File: src/axil_config.svh
`ifndef AXIL_CONFIG_SVH
`define AXIL_CONFIG_SVH

// Byte address width of every AXI4-Lite address channel.
`define AXIL_ADDR_WIDTH 12

// Data width on W and R.
// One strobe bit per byte follows from it.
`define AXIL_DATA_WIDTH 32

// Number of 32-bit words in the register bank.
// Addresses at or above four times this value answer SLVERR.
`define AXIL_REG_COUNT 16

`endif

File: src/axil_pkg.sv
package axil_pkg;

`include "axil_config.svh"

  // Byte address carried on AW, AR and the command port.
  typedef logic [`AXIL_ADDR_WIDTH-1:0] addr_t;

  // Data word carried on W, R and the command and response ports.
  typedef logic [`AXIL_DATA_WIDTH-1:0] data_t;

  // Byte strobe, one bit per data byte.
  typedef logic [`AXIL_DATA_WIDTH/8-1:0] strb_t;

  // AXI response code on B and R.
  typedef logic [1:0] resp_t;

  // Only OKAY and SLVERR are ever produced.
  localparam resp_t RESP_OKAY   = 2'b00;
  localparam resp_t RESP_SLVERR = 2'b10;

  // States of the command master.
  typedef enum logic [2:0] {
    IDLE,
    WRITE,
    WAIT_B,
    READ,
    WAIT_R,
    RESP
  } master_state_e;

endpackage

File: src/axil_spill_register.sv
`timescale 1ns/10ps

module axil_spill_register #(
  parameter int WIDTH = 8
) (
  input  logic             clk_i,
  input  logic             rst_n_i,
  input  logic             valid_i,
  output logic             ready_o,
  input  logic [WIDTH-1:0] data_i,
  output logic             valid_o,
  input  logic             ready_i,
  output logic [WIDTH-1:0] data_o
);

  // Slot A drives the output, slot B holds the beat caught during a stall.
  logic             a_full_q, a_full_d;
  logic             b_full_q, b_full_d;
  logic [WIDTH-1:0] a_data_q, b_data_q;
  logic             in_fire, out_fire;
  logic             a_from_b, a_from_in, b_load;

  // Ready looks only at slot B, so ready_i never reaches ready_o.
  assign ready_o  = ~b_full_q;
  assign valid_o  = a_full_q;
  assign data_o   = a_data_q;

  assign in_fire  = valid_i & ready_o;
  assign out_fire = a_full_q & ready_i;

  // Slot A refills from B first, to keep beat order.
  assign a_from_b  = out_fire & b_full_q;
  // Input goes straight to A when A is empty or drains this cycle.
  assign a_from_in = in_fire & (~a_full_q | out_fire);
  // Input spills into B when A is full and stalled.
  assign b_load    = in_fire & a_full_q & ~out_fire;

  assign a_full_d = a_from_b | a_from_in | (a_full_q & ~out_fire);
  assign b_full_d = b_load | (b_full_q & ~out_fire);

  always_ff @(posedge clk_i or negedge rst_n_i) begin
    if (!rst_n_i) begin
      a_full_q <= 1'b0;
      b_full_q <= 1'b0;
    end else begin
      a_full_q <= a_full_d;
      b_full_q <= b_full_d;
    end
  end

  // Payload slots.
  always_ff @(posedge clk_i) begin
    if (a_from_b) begin
      a_data_q <= b_data_q;
    end else if (a_from_in) begin
      a_data_q <= data_i;
    end
    if (b_load) begin
      b_data_q <= data_i;
    end
  end

endmodule

File: src/axil_slice.sv
`timescale 1ns/10ps

module axil_slice
  import axil_pkg::*;
(
  input  logic  clk_i,
  input  logic  rst_n_i,
  // Slave side, facing the master.
  input  logic  s_aw_valid_i,
  output logic  s_aw_ready_o,
  input  addr_t s_aw_addr_i,
  input  logic  s_w_valid_i,
  output logic  s_w_ready_o,
  input  data_t s_w_data_i,
  input  strb_t s_w_strb_i,
  output logic  s_b_valid_o,
  input  logic  s_b_ready_i,
  output resp_t s_b_resp_o,
  input  logic  s_ar_valid_i,
  output logic  s_ar_ready_o,
  input  addr_t s_ar_addr_i,
  output logic  s_r_valid_o,
  input  logic  s_r_ready_i,
  output data_t s_r_data_o,
  output resp_t s_r_resp_o,
  // Master side, facing the slave.
  output logic  m_aw_valid_o,
  input  logic  m_aw_ready_i,
  output addr_t m_aw_addr_o,
  output logic  m_w_valid_o,
  input  logic  m_w_ready_i,
  output data_t m_w_data_o,
  output strb_t m_w_strb_o,
  input  logic  m_b_valid_i,
  output logic  m_b_ready_o,
  input  resp_t m_b_resp_i,
  output logic  m_ar_valid_o,
  input  logic  m_ar_ready_i,
  output addr_t m_ar_addr_o,
  input  logic  m_r_valid_i,
  output logic  m_r_ready_o,
  input  data_t m_r_data_i,
  input  resp_t m_r_resp_i
);

  // Packed channel widths.
  localparam int AX_WIDTH = $bits(addr_t);
  localparam int W_WIDTH  = $bits(data_t) + $bits(strb_t);
  localparam int B_WIDTH  = $bits(resp_t);
  localparam int R_WIDTH  = $bits(data_t) + $bits(resp_t);

  // W and R carry two fields each and travel as one vector.
  logic [W_WIDTH-1:0] w_in, w_out;
  logic [R_WIDTH-1:0] r_in, r_out;

  assign w_in = {s_w_data_i, s_w_strb_i};
  assign {m_w_data_o, m_w_strb_o} = w_out;
  // R flows from the master side back to the slave side.
  assign r_in = {m_r_data_i, m_r_resp_i};
  assign {s_r_data_o, s_r_resp_o} = r_out;

  // Write address, forward.
  axil_spill_register #(.WIDTH(AX_WIDTH)) i_spill_aw (
    .clk_i   (clk_i),
    .rst_n_i (rst_n_i),
    .valid_i (s_aw_valid_i),
    .ready_o (s_aw_ready_o),
    .data_i  (s_aw_addr_i),
    .valid_o (m_aw_valid_o),
    .ready_i (m_aw_ready_i),
    .data_o  (m_aw_addr_o)
  );

  // Write data, forward.
  axil_spill_register #(.WIDTH(W_WIDTH)) i_spill_w (
    .clk_i   (clk_i),
    .rst_n_i (rst_n_i),
    .valid_i (s_w_valid_i),
    .ready_o (s_w_ready_o),
    .data_i  (w_in),
    .valid_o (m_w_valid_o),
    .ready_i (m_w_ready_i),
    .data_o  (w_out)
  );

  // Write response, reverse.
  axil_spill_register #(.WIDTH(B_WIDTH)) i_spill_b (
    .clk_i   (clk_i),
    .rst_n_i (rst_n_i),
    .valid_i (m_b_valid_i),
    .ready_o (m_b_ready_o),
    .data_i  (m_b_resp_i),
    .valid_o (s_b_valid_o),
    .ready_i (s_b_ready_i),
    .data_o  (s_b_resp_o)
  );

  // Read address, forward.
  axil_spill_register #(.WIDTH(AX_WIDTH)) i_spill_ar (
    .clk_i   (clk_i),
    .rst_n_i (rst_n_i),
    .valid_i (s_ar_valid_i),
    .ready_o (s_ar_ready_o),
    .data_i  (s_ar_addr_i),
    .valid_o (m_ar_valid_o),
    .ready_i (m_ar_ready_i),
    .data_o  (m_ar_addr_o)
  );

  // Read data, reverse.
  axil_spill_register #(.WIDTH(R_WIDTH)) i_spill_r (
    .clk_i   (clk_i),
    .rst_n_i (rst_n_i),
    .valid_i (m_r_valid_i),
    .ready_o (m_r_ready_o),
    .data_i  (r_in),
    .valid_o (s_r_valid_o),
    .ready_i (s_r_ready_i),
    .data_o  (r_out)
  );

endmodule

File: src/axil_cmd_master.sv
`timescale 1ns/10ps

module axil_cmd_master
  import axil_pkg::*;
(
  input  logic  clk_i,
  input  logic  rst_n_i,
  // Command port.
  input  logic  cmd_valid_i,
  output logic  cmd_ready_o,
  input  logic  cmd_write_i,
  input  addr_t cmd_addr_i,
  input  data_t cmd_wdata_i,
  input  strb_t cmd_wstrb_i,
  // Response port.
  output logic  rsp_valid_o,
  input  logic  rsp_ready_i,
  output data_t rsp_rdata_o,
  output resp_t rsp_resp_o,
  // AXI4-Lite master channels.
  output logic  m_aw_valid_o,
  input  logic  m_aw_ready_i,
  output addr_t m_aw_addr_o,
  output logic  m_w_valid_o,
  input  logic  m_w_ready_i,
  output data_t m_w_data_o,
  output strb_t m_w_strb_o,
  input  logic  m_b_valid_i,
  output logic  m_b_ready_o,
  input  resp_t m_b_resp_i,
  output logic  m_ar_valid_o,
  input  logic  m_ar_ready_i,
  output addr_t m_ar_addr_o,
  input  logic  m_r_valid_i,
  output logic  m_r_ready_o,
  input  data_t m_r_data_i,
  input  resp_t m_r_resp_i
);

  master_state_e state_q, state_d;
  logic          aw_done_q, aw_done_d;
  logic          w_done_q, w_done_d;
  logic          cmd_fire, b_fire, r_fire;
  addr_t         addr_q;
  data_t         wdata_q, rdata_q;
  strb_t         wstrb_q;
  resp_t         resp_q;

  // Handshake decodes, all from the registered state.
  assign cmd_ready_o  = (state_q == IDLE);
  assign m_aw_valid_o = (state_q == WRITE) && !aw_done_q;
  assign m_w_valid_o  = (state_q == WRITE) && !w_done_q;
  assign m_b_ready_o  = (state_q == WAIT_B);
  assign m_ar_valid_o = (state_q == READ);
  assign m_r_ready_o  = (state_q == WAIT_R);
  assign rsp_valid_o  = (state_q == RESP);

  assign cmd_fire = cmd_valid_i & cmd_ready_o;
  assign b_fire   = m_b_valid_i & m_b_ready_o;
  assign r_fire   = m_r_valid_i & m_r_ready_o;

  // Both address channels share the latched command address.
  assign m_aw_addr_o = addr_q;
  assign m_ar_addr_o = addr_q;
  assign m_w_data_o  = wdata_q;
  assign m_w_strb_o  = wstrb_q;
  assign rsp_rdata_o = rdata_q;
  assign rsp_resp_o  = resp_q;

  always_comb begin
    state_d   = state_q;
    aw_done_d = aw_done_q;
    w_done_d  = w_done_q;
    unique case (state_q)
      IDLE: begin
        aw_done_d = 1'b0;
        w_done_d  = 1'b0;
        if (cmd_valid_i) begin
          state_d = cmd_write_i ? WRITE : READ;
        end
      end
      WRITE: begin
        // AW and W may complete in either order.
        if (m_aw_valid_o && m_aw_ready_i) begin
          aw_done_d = 1'b1;
        end
        if (m_w_valid_o && m_w_ready_i) begin
          w_done_d = 1'b1;
        end
        if (aw_done_d && w_done_d) begin
          state_d = WAIT_B;
        end
      end
      WAIT_B: if (m_b_valid_i) state_d = RESP;
      READ:   if (m_ar_ready_i) state_d = WAIT_R;
      WAIT_R: if (m_r_valid_i) state_d = RESP;
      RESP:   if (rsp_ready_i) state_d = IDLE;
      default: state_d = IDLE;
    endcase
  end

  always_ff @(posedge clk_i or negedge rst_n_i) begin
    if (!rst_n_i) begin
      state_q   <= IDLE;
      aw_done_q <= 1'b0;
      w_done_q  <= 1'b0;
    end else begin
      state_q   <= state_d;
      aw_done_q <= aw_done_d;
      w_done_q  <= w_done_d;
    end
  end

  // Command and response payload.
  always_ff @(posedge clk_i) begin
    if (cmd_fire) begin
      addr_q  <= cmd_addr_i;
      wdata_q <= cmd_wdata_i;
      wstrb_q <= cmd_wstrb_i;
    end
    // Writes report zero read data.
    if (b_fire) begin
      rdata_q <= '0;
      resp_q  <= m_b_resp_i;
    end else if (r_fire) begin
      rdata_q <= m_r_data_i;
      resp_q  <= m_r_resp_i;
    end
  end

endmodule

File: src/axil_reg_slave.sv
`timescale 1ns/10ps

`include "axil_config.svh"

module axil_reg_slave
  import axil_pkg::*;
(
  input  logic  clk_i,
  input  logic  rst_n_i,
  input  logic  s_aw_valid_i,
  output logic  s_aw_ready_o,
  input  addr_t s_aw_addr_i,
  input  logic  s_w_valid_i,
  output logic  s_w_ready_o,
  input  data_t s_w_data_i,
  input  strb_t s_w_strb_i,
  output logic  s_b_valid_o,
  input  logic  s_b_ready_i,
  output resp_t s_b_resp_o,
  input  logic  s_ar_valid_i,
  output logic  s_ar_ready_o,
  input  addr_t s_ar_addr_i,
  output logic  s_r_valid_o,
  input  logic  s_r_ready_i,
  output data_t s_r_data_o,
  output resp_t s_r_resp_o
);

  localparam int    IDX_WIDTH  = $clog2(`AXIL_REG_COUNT);
  localparam int    STRB_WIDTH = $bits(strb_t);
  // First byte address past the bank.
  localparam addr_t ADDR_LIMIT = addr_t'(4 * `AXIL_REG_COUNT);

  data_t                mem_q [`AXIL_REG_COUNT];
  logic                 b_valid_q, r_valid_q;
  resp_t                b_resp_q, r_resp_q;
  data_t                r_data_q;
  logic                 wr_fire, rd_fire;
  logic                 wr_in_range, rd_in_range;
  logic [IDX_WIDTH-1:0] wr_idx, rd_idx;

  // AW and W are taken together, and only with no B outstanding.
  assign s_aw_ready_o = s_aw_valid_i & s_w_valid_i & ~b_valid_q;
  assign s_w_ready_o  = s_aw_ready_o;
  assign s_ar_ready_o = ~r_valid_q;

  assign wr_fire = s_aw_ready_o;
  assign rd_fire = s_ar_valid_i & s_ar_ready_o;

  // Word index is the byte address over four.
  assign wr_idx      = s_aw_addr_i[IDX_WIDTH+1:2];
  assign rd_idx      = s_ar_addr_i[IDX_WIDTH+1:2];
  assign wr_in_range = (s_aw_addr_i < ADDR_LIMIT);
  assign rd_in_range = (s_ar_addr_i < ADDR_LIMIT);

  assign s_b_valid_o = b_valid_q;
  assign s_b_resp_o  = b_resp_q;
  assign s_r_valid_o = r_valid_q;
  assign s_r_data_o  = r_data_q;
  assign s_r_resp_o  = r_resp_q;

  // Register bank, cleared on reset.
  always_ff @(posedge clk_i or negedge rst_n_i) begin
    if (!rst_n_i) begin
      for (int i = 0; i < `AXIL_REG_COUNT; i++) begin
        mem_q[i] <= '0;
      end
    end else if (wr_fire && wr_in_range) begin
      // Only strobed bytes change.
      for (int i = 0; i < STRB_WIDTH; i++) begin
        if (s_w_strb_i[i]) begin
          mem_q[wr_idx][8*i +: 8] <= s_w_data_i[8*i +: 8];
        end
      end
    end
  end

  // Pending response flags.
  always_ff @(posedge clk_i or negedge rst_n_i) begin
    if (!rst_n_i) begin
      b_valid_q <= 1'b0;
      r_valid_q <= 1'b0;
    end else begin
      if (wr_fire) begin
        b_valid_q <= 1'b1;
      end else if (s_b_ready_i) begin
        b_valid_q <= 1'b0;
      end
      if (rd_fire) begin
        r_valid_q <= 1'b1;
      end else if (s_r_ready_i) begin
        r_valid_q <= 1'b0;
      end
    end
  end

  // Response payload.
  always_ff @(posedge clk_i) begin
    if (wr_fire) begin
      b_resp_q <= wr_in_range ? RESP_OKAY : RESP_SLVERR;
    end
    if (rd_fire) begin
      r_data_q <= rd_in_range ? mem_q[rd_idx] : '0;
      r_resp_q <= rd_in_range ? RESP_OKAY : RESP_SLVERR;
    end
  end

endmodule

File: src/axil_subsys_top.sv
`timescale 1ns/10ps

module axil_subsys_top
  import axil_pkg::*;
(
  input  logic  clk_i,
  input  logic  rst_n_i,
  input  logic  cmd_valid_i,
  output logic  cmd_ready_o,
  input  logic  cmd_write_i,
  input  addr_t cmd_addr_i,
  input  data_t cmd_wdata_i,
  input  strb_t cmd_wstrb_i,
  output logic  rsp_valid_o,
  input  logic  rsp_ready_i,
  output data_t rsp_rdata_o,
  output resp_t rsp_resp_o
);

  // Master to slice.
  logic  mst_aw_valid, mst_aw_ready, mst_w_valid, mst_w_ready;
  logic  mst_b_valid, mst_b_ready, mst_ar_valid, mst_ar_ready;
  logic  mst_r_valid, mst_r_ready;
  addr_t mst_aw_addr, mst_ar_addr;
  data_t mst_w_data, mst_r_data;
  strb_t mst_w_strb;
  resp_t mst_b_resp, mst_r_resp;

  // Slice to slave.
  logic  slv_aw_valid, slv_aw_ready, slv_w_valid, slv_w_ready;
  logic  slv_b_valid, slv_b_ready, slv_ar_valid, slv_ar_ready;
  logic  slv_r_valid, slv_r_ready;
  addr_t slv_aw_addr, slv_ar_addr;
  data_t slv_w_data, slv_r_data;
  strb_t slv_w_strb;
  resp_t slv_b_resp, slv_r_resp;

  axil_cmd_master i_master (
    .clk_i        (clk_i),
    .rst_n_i      (rst_n_i),
    .cmd_valid_i  (cmd_valid_i),
    .cmd_ready_o  (cmd_ready_o),
    .cmd_write_i  (cmd_write_i),
    .cmd_addr_i   (cmd_addr_i),
    .cmd_wdata_i  (cmd_wdata_i),
    .cmd_wstrb_i  (cmd_wstrb_i),
    .rsp_valid_o  (rsp_valid_o),
    .rsp_ready_i  (rsp_ready_i),
    .rsp_rdata_o  (rsp_rdata_o),
    .rsp_resp_o   (rsp_resp_o),
    .m_aw_valid_o (mst_aw_valid),
    .m_aw_ready_i (mst_aw_ready),
    .m_aw_addr_o  (mst_aw_addr),
    .m_w_valid_o  (mst_w_valid),
    .m_w_ready_i  (mst_w_ready),
    .m_w_data_o   (mst_w_data),
    .m_w_strb_o   (mst_w_strb),
    .m_b_valid_i  (mst_b_valid),
    .m_b_ready_o  (mst_b_ready),
    .m_b_resp_i   (mst_b_resp),
    .m_ar_valid_o (mst_ar_valid),
    .m_ar_ready_i (mst_ar_ready),
    .m_ar_addr_o  (mst_ar_addr),
    .m_r_valid_i  (mst_r_valid),
    .m_r_ready_o  (mst_r_ready),
    .m_r_data_i   (mst_r_data),
    .m_r_resp_i   (mst_r_resp)
  );

  // Full register cut on all five channels.
  axil_slice i_slice (
    .clk_i        (clk_i),
    .rst_n_i      (rst_n_i),
    .s_aw_valid_i (mst_aw_valid),
    .s_aw_ready_o (mst_aw_ready),
    .s_aw_addr_i  (mst_aw_addr),
    .s_w_valid_i  (mst_w_valid),
    .s_w_ready_o  (mst_w_ready),
    .s_w_data_i   (mst_w_data),
    .s_w_strb_i   (mst_w_strb),
    .s_b_valid_o  (mst_b_valid),
    .s_b_ready_i  (mst_b_ready),
    .s_b_resp_o   (mst_b_resp),
    .s_ar_valid_i (mst_ar_valid),
    .s_ar_ready_o (mst_ar_ready),
    .s_ar_addr_i  (mst_ar_addr),
    .s_r_valid_o  (mst_r_valid),
    .s_r_ready_i  (mst_r_ready),
    .s_r_data_o   (mst_r_data),
    .s_r_resp_o   (mst_r_resp),
    .m_aw_valid_o (slv_aw_valid),
    .m_aw_ready_i (slv_aw_ready),
    .m_aw_addr_o  (slv_aw_addr),
    .m_w_valid_o  (slv_w_valid),
    .m_w_ready_i  (slv_w_ready),
    .m_w_data_o   (slv_w_data),
    .m_w_strb_o   (slv_w_strb),
    .m_b_valid_i  (slv_b_valid),
    .m_b_ready_o  (slv_b_ready),
    .m_b_resp_i   (slv_b_resp),
    .m_ar_valid_o (slv_ar_valid),
    .m_ar_ready_i (slv_ar_ready),
    .m_ar_addr_o  (slv_ar_addr),
    .m_r_valid_i  (slv_r_valid),
    .m_r_ready_o  (slv_r_ready),
    .m_r_data_i   (slv_r_data),
    .m_r_resp_i   (slv_r_resp)
  );

  axil_reg_slave i_slave (
    .clk_i        (clk_i),
    .rst_n_i      (rst_n_i),
    .s_aw_valid_i (slv_aw_valid),
    .s_aw_ready_o (slv_aw_ready),
    .s_aw_addr_i  (slv_aw_addr),
    .s_w_valid_i  (slv_w_valid),
    .s_w_ready_o  (slv_w_ready),
    .s_w_data_i   (slv_w_data),
    .s_w_strb_i   (slv_w_strb),
    .s_b_valid_o  (slv_b_valid),
    .s_b_ready_i  (slv_b_ready),
    .s_b_resp_o   (slv_b_resp),
    .s_ar_valid_i (slv_ar_valid),
    .s_ar_ready_o (slv_ar_ready),
    .s_ar_addr_i  (slv_ar_addr),
    .s_r_valid_o  (slv_r_valid),
    .s_r_ready_i  (slv_r_ready),
    .s_r_data_o   (slv_r_data),
    .s_r_resp_o   (slv_r_resp)
  );

endmodule

File: config.mk
export PLATFORM = sky130hd
export DESIGN_NAME = axil_subsys_top
export DESIGN_NICKNAME = d
export VERILOG_FILES = /design/src/axil_pkg.sv /design/src/axil_spill_register.sv /design/src/axil_slice.sv /design/src/axil_cmd_master.sv /design/src/axil_reg_slave.sv /design/src/axil_subsys_top.sv
export VERILOG_INCLUDE_DIRS = /design/src
export SDC_FILE = /design/constraint.sdc
export NUM_CORES = 1
export LEC_CHECK = 0
export BUFFER_PORTS_ARGS = -buffer_cell sky130_fd_sc_hd__buf_2
export CAP_MARGIN = 0
export CELL_PAD_IN_SITES_DETAIL_PLACEMENT = 1
export CELL_PAD_IN_SITES_GLOBAL_PLACEMENT = 1
export CORE_MARGIN = 1
export CORE_UTILIZATION = 55
export CTS_CLUSTER_SIZE = 10
export DETAILED_ROUTE_END_ITERATION = 12
export PLACE_DENSITY_LB_ADDON = 0.1
export SLEW_MARGIN = 20
export SYNTH_ARGS = -nofsm -noshare
export SYNTH_HDL_FRONTEND = slang
export SYNTH_HIERARCHICAL = 1
export SYNTH_SLANG_ARGS = --single-unit
File: constraint.sdc
create_clock -name clk_i -period 4.8 [get_ports clk_i]
set_clock_uncertainty 0.15 [all_clocks]
set_input_delay 0 -clock clk_i [delete_from_list [all_inputs] [get_ports clk_i]]
set_output_delay 0 -clock clk_i [all_outputs]
set_load 0.01 [all_outputs]
==> results.sh <==
export IMPL_dieWidth_um=261
export IMPL_syn_area_um2=37000
export IMPL_leakagePower_nw=19.2
export IMPL_cts_tree="built"
export IMPL_drc=1
export IMPL_fin_util=0.636
export IMPL_violations="design-rule violations"
export IMPL_cpMaxStageDelayCell="nor3b_1"
export IMPL_viasPerCell=5.98
export IMPL_clk_pin_slew_ps=60
export IMPL_syn_to_final_growth_pct=13.8
export IMPL_die_area_um2=68300
export IMPL_cts_resized=0
export IMPL_ios=89
export IMPL_wirelength_mm=90.6
export IMPL_antenna_found_initial=1
export IMPL_firstDrtPassIters=12
export IMPL_clk_latency_ps=660
export IMPL_critical_path_buf_inv_count=0
export IMPL_setup_worst_path_start_class="register"
export IMPL_portBuffers=86
export IMPL_clockRootBuffer="clkbuf_16"
export IMPL_final_area_um2=42100
export IMPL_slew_viol_final=0
export IMPL_synthCells=2068
export IMPL_finalPower_w=0.0180
export IMPL_vias=19200
export IMPL_power_density_nw_per_um2=429
export IMPL_cts_sinks=827
export IMPL_crit_path_max_incr_delay_ps=900
export IMPL_path_class="register to register"
export IMPL_cp_depth=3
export IMPL_final_hold_viol_count=0
export IMPL_cp_cell_sequence="nor3b_1 -> nand3_4 -> mux2_4"
export IMPL_die_height_um=261
export IMPL_nets=2323
export IMPL_min_path_type="input pin to register"
export IMPL_gp_congestion=0.762
export IMPL_fin_hold_ws_ps=69.3
export IMPL_hold_depth=5
export IMPL_cpLargestDelayFamily="simple AND/OR/NAND/NOR gates"
export IMPL_ir_drop_mv=0.395
export IMPL_setup_violations=0
export IMPL_required_ps=5040
export IMPL_period_needed_ps=3390
export IMPL_reg2reg_depth=3
export IMPL_fmax_mhz=295
export IMPL_num_rows=94
export IMPL_initial_core_util=0.559
export IMPL_status="finished with violations"
export IMPL_end_kind="register"
export IMPL_drive_gt1_frac=0.466
export IMPL_placed_cell_area_um2=38300
export IMPL_routedWlPerCell_um=28.2
export IMPL_dp_hpwl_mm=52.2
export IMPL_cp_max_fo=34
export IMPL_rsz0062_at_grt="false"
export IMPL_htree_levels=3
export IMPL_slew_headroom=0.301
export IMPL_postSynthAreaPerCell_um2=17.9
export IMPL_core_um2=66100
export IMPL_cts_buffers=94
export IMPL_ys_warn_count=6
export IMPL_ant_nets=0
export IMPL_worst_slew_pin_slew_ps=1050
export IMPL_grt_pass1_vias=21800
export IMPL_drt_iter0_drc=982
export IMPL_grt_max_degree=139
export IMPL_maxCapViolations=0
export IMPL_grt_pass1_wl_mm=140
export IMPL_setup_tns_final_ps=0
export IMPL_arrival_ps=3630
export IMPL_grt_util_all_layers=0.278
export IMPL_cts_buffer_depth=3
export IMPL_grt_overflow_total=0
export IMPL_finalCritPeriodShare=0.706
export IMPL_antenna_cells=0
-- per-layer routing --
layer | global-route usage | wire (um)
met5 | 0 | 0
met3 | 0.0375 | 2990
met1 | 0.384 | 40100
met2 | 0.461 | 45200
met4 | 0.0864 | 2350
-- path summary, 6_finish.rpt --
| check | from | endpoint | slack (ps) |
|---|---|---|---|
| min in group asynchronous | rst_n_i | i_slice/i_spill_ar/valid_o | 540 |
| max in group asynchronous | rst_n_i | i_slave/mem_q[270] | 3270 |
| min reg2reg | i_master/m_w_strb_o[0] | i_slice/i_spill_w/b_data_q[0] | 300 |
| min | rsp_ready_i | i_master/state_q[2] | 70 |
| max reg2reg | i_master/state_q[2] | i_slice/i_spill_r/data_o[11] | 1410 |
| max | i_master/state_q[2] | i_slice/i_spill_r/data_o[11] | 1410 |
-- cell usage in the layout (no fill, tap or decap), types with 10 or more instances in the layout --
cell type	count
inv_1	13
clkbuf_1	67
nor2_1	11
buf_12	10
mux4_2	129
nor2b_1	34
buf_4	27
nand2_2	24
dlygate4sd3_1	97
nand2b_1	12
clkbuf_16	95
a221o_1	32
dfxtp_1	32
dfrtp_1	529
mux2_4	398
buf_2	85
a21oi_1	44
edfxtp_1	266
nand2_1	76
mux2_2	241
nand2_8	40
-- area by class of cell --
class	count	area (um^2)
Tap cell	864	1080
Clock inverter	8	104
Sequential cell	827	21900
Timing Repair Buffer	221	1840
Clock buffer	164	2660
Multi-Input combinational cell	1113	14500
Fill cell	5680	24000
Inverter	13	48.8
-- report_power, final --
group	internal (W)	total (W)	switching, W
combinational	0.000931	0.00230	0.00137
sequential	0.00819	0.00917	0.000981
clock	0.00374	0.00657	0.00283
-- stage by stage --
step           worst slack, ps  instances
5_1_grt                   1240       3210
3_3_place_gp              1470       2940
6_report                  1410       3210
2_1_floorplan              562       2069
4_1_cts                   1390       3210
3_5_place_dp              1380       2940
-- state kept, by name, indices dropped and copies added, names as in the netlist, 32 cells and up --
signal / count
i_slave/mem_q: 512
i_slice/i_spill_w/b_data_q: 36
i_slice/i_spill_w/data_o: 36
i_slice/i_spill_r/b_data_q: 34
i_slice/i_spill_r/data_o: 34
i_master/m_w_data_o: 32
i_master/rsp_rdata_o: 32
i_slave/s_r_data_o: 32
-- worst reg2reg max path: stages, from the launching register on --
cell     delay (ps)
dfrtp_1         580
nor3b_1         900
nand3_4         870
mux2_4          640
-- timing repair --
action | 4_1_cts | 5_1_grt
hold endpoints to repair | 232 | 0
hold buffers | 98 | 0
setup buffers | 0 | 0
Note: power is estimated with default switching activity, not from simulation.
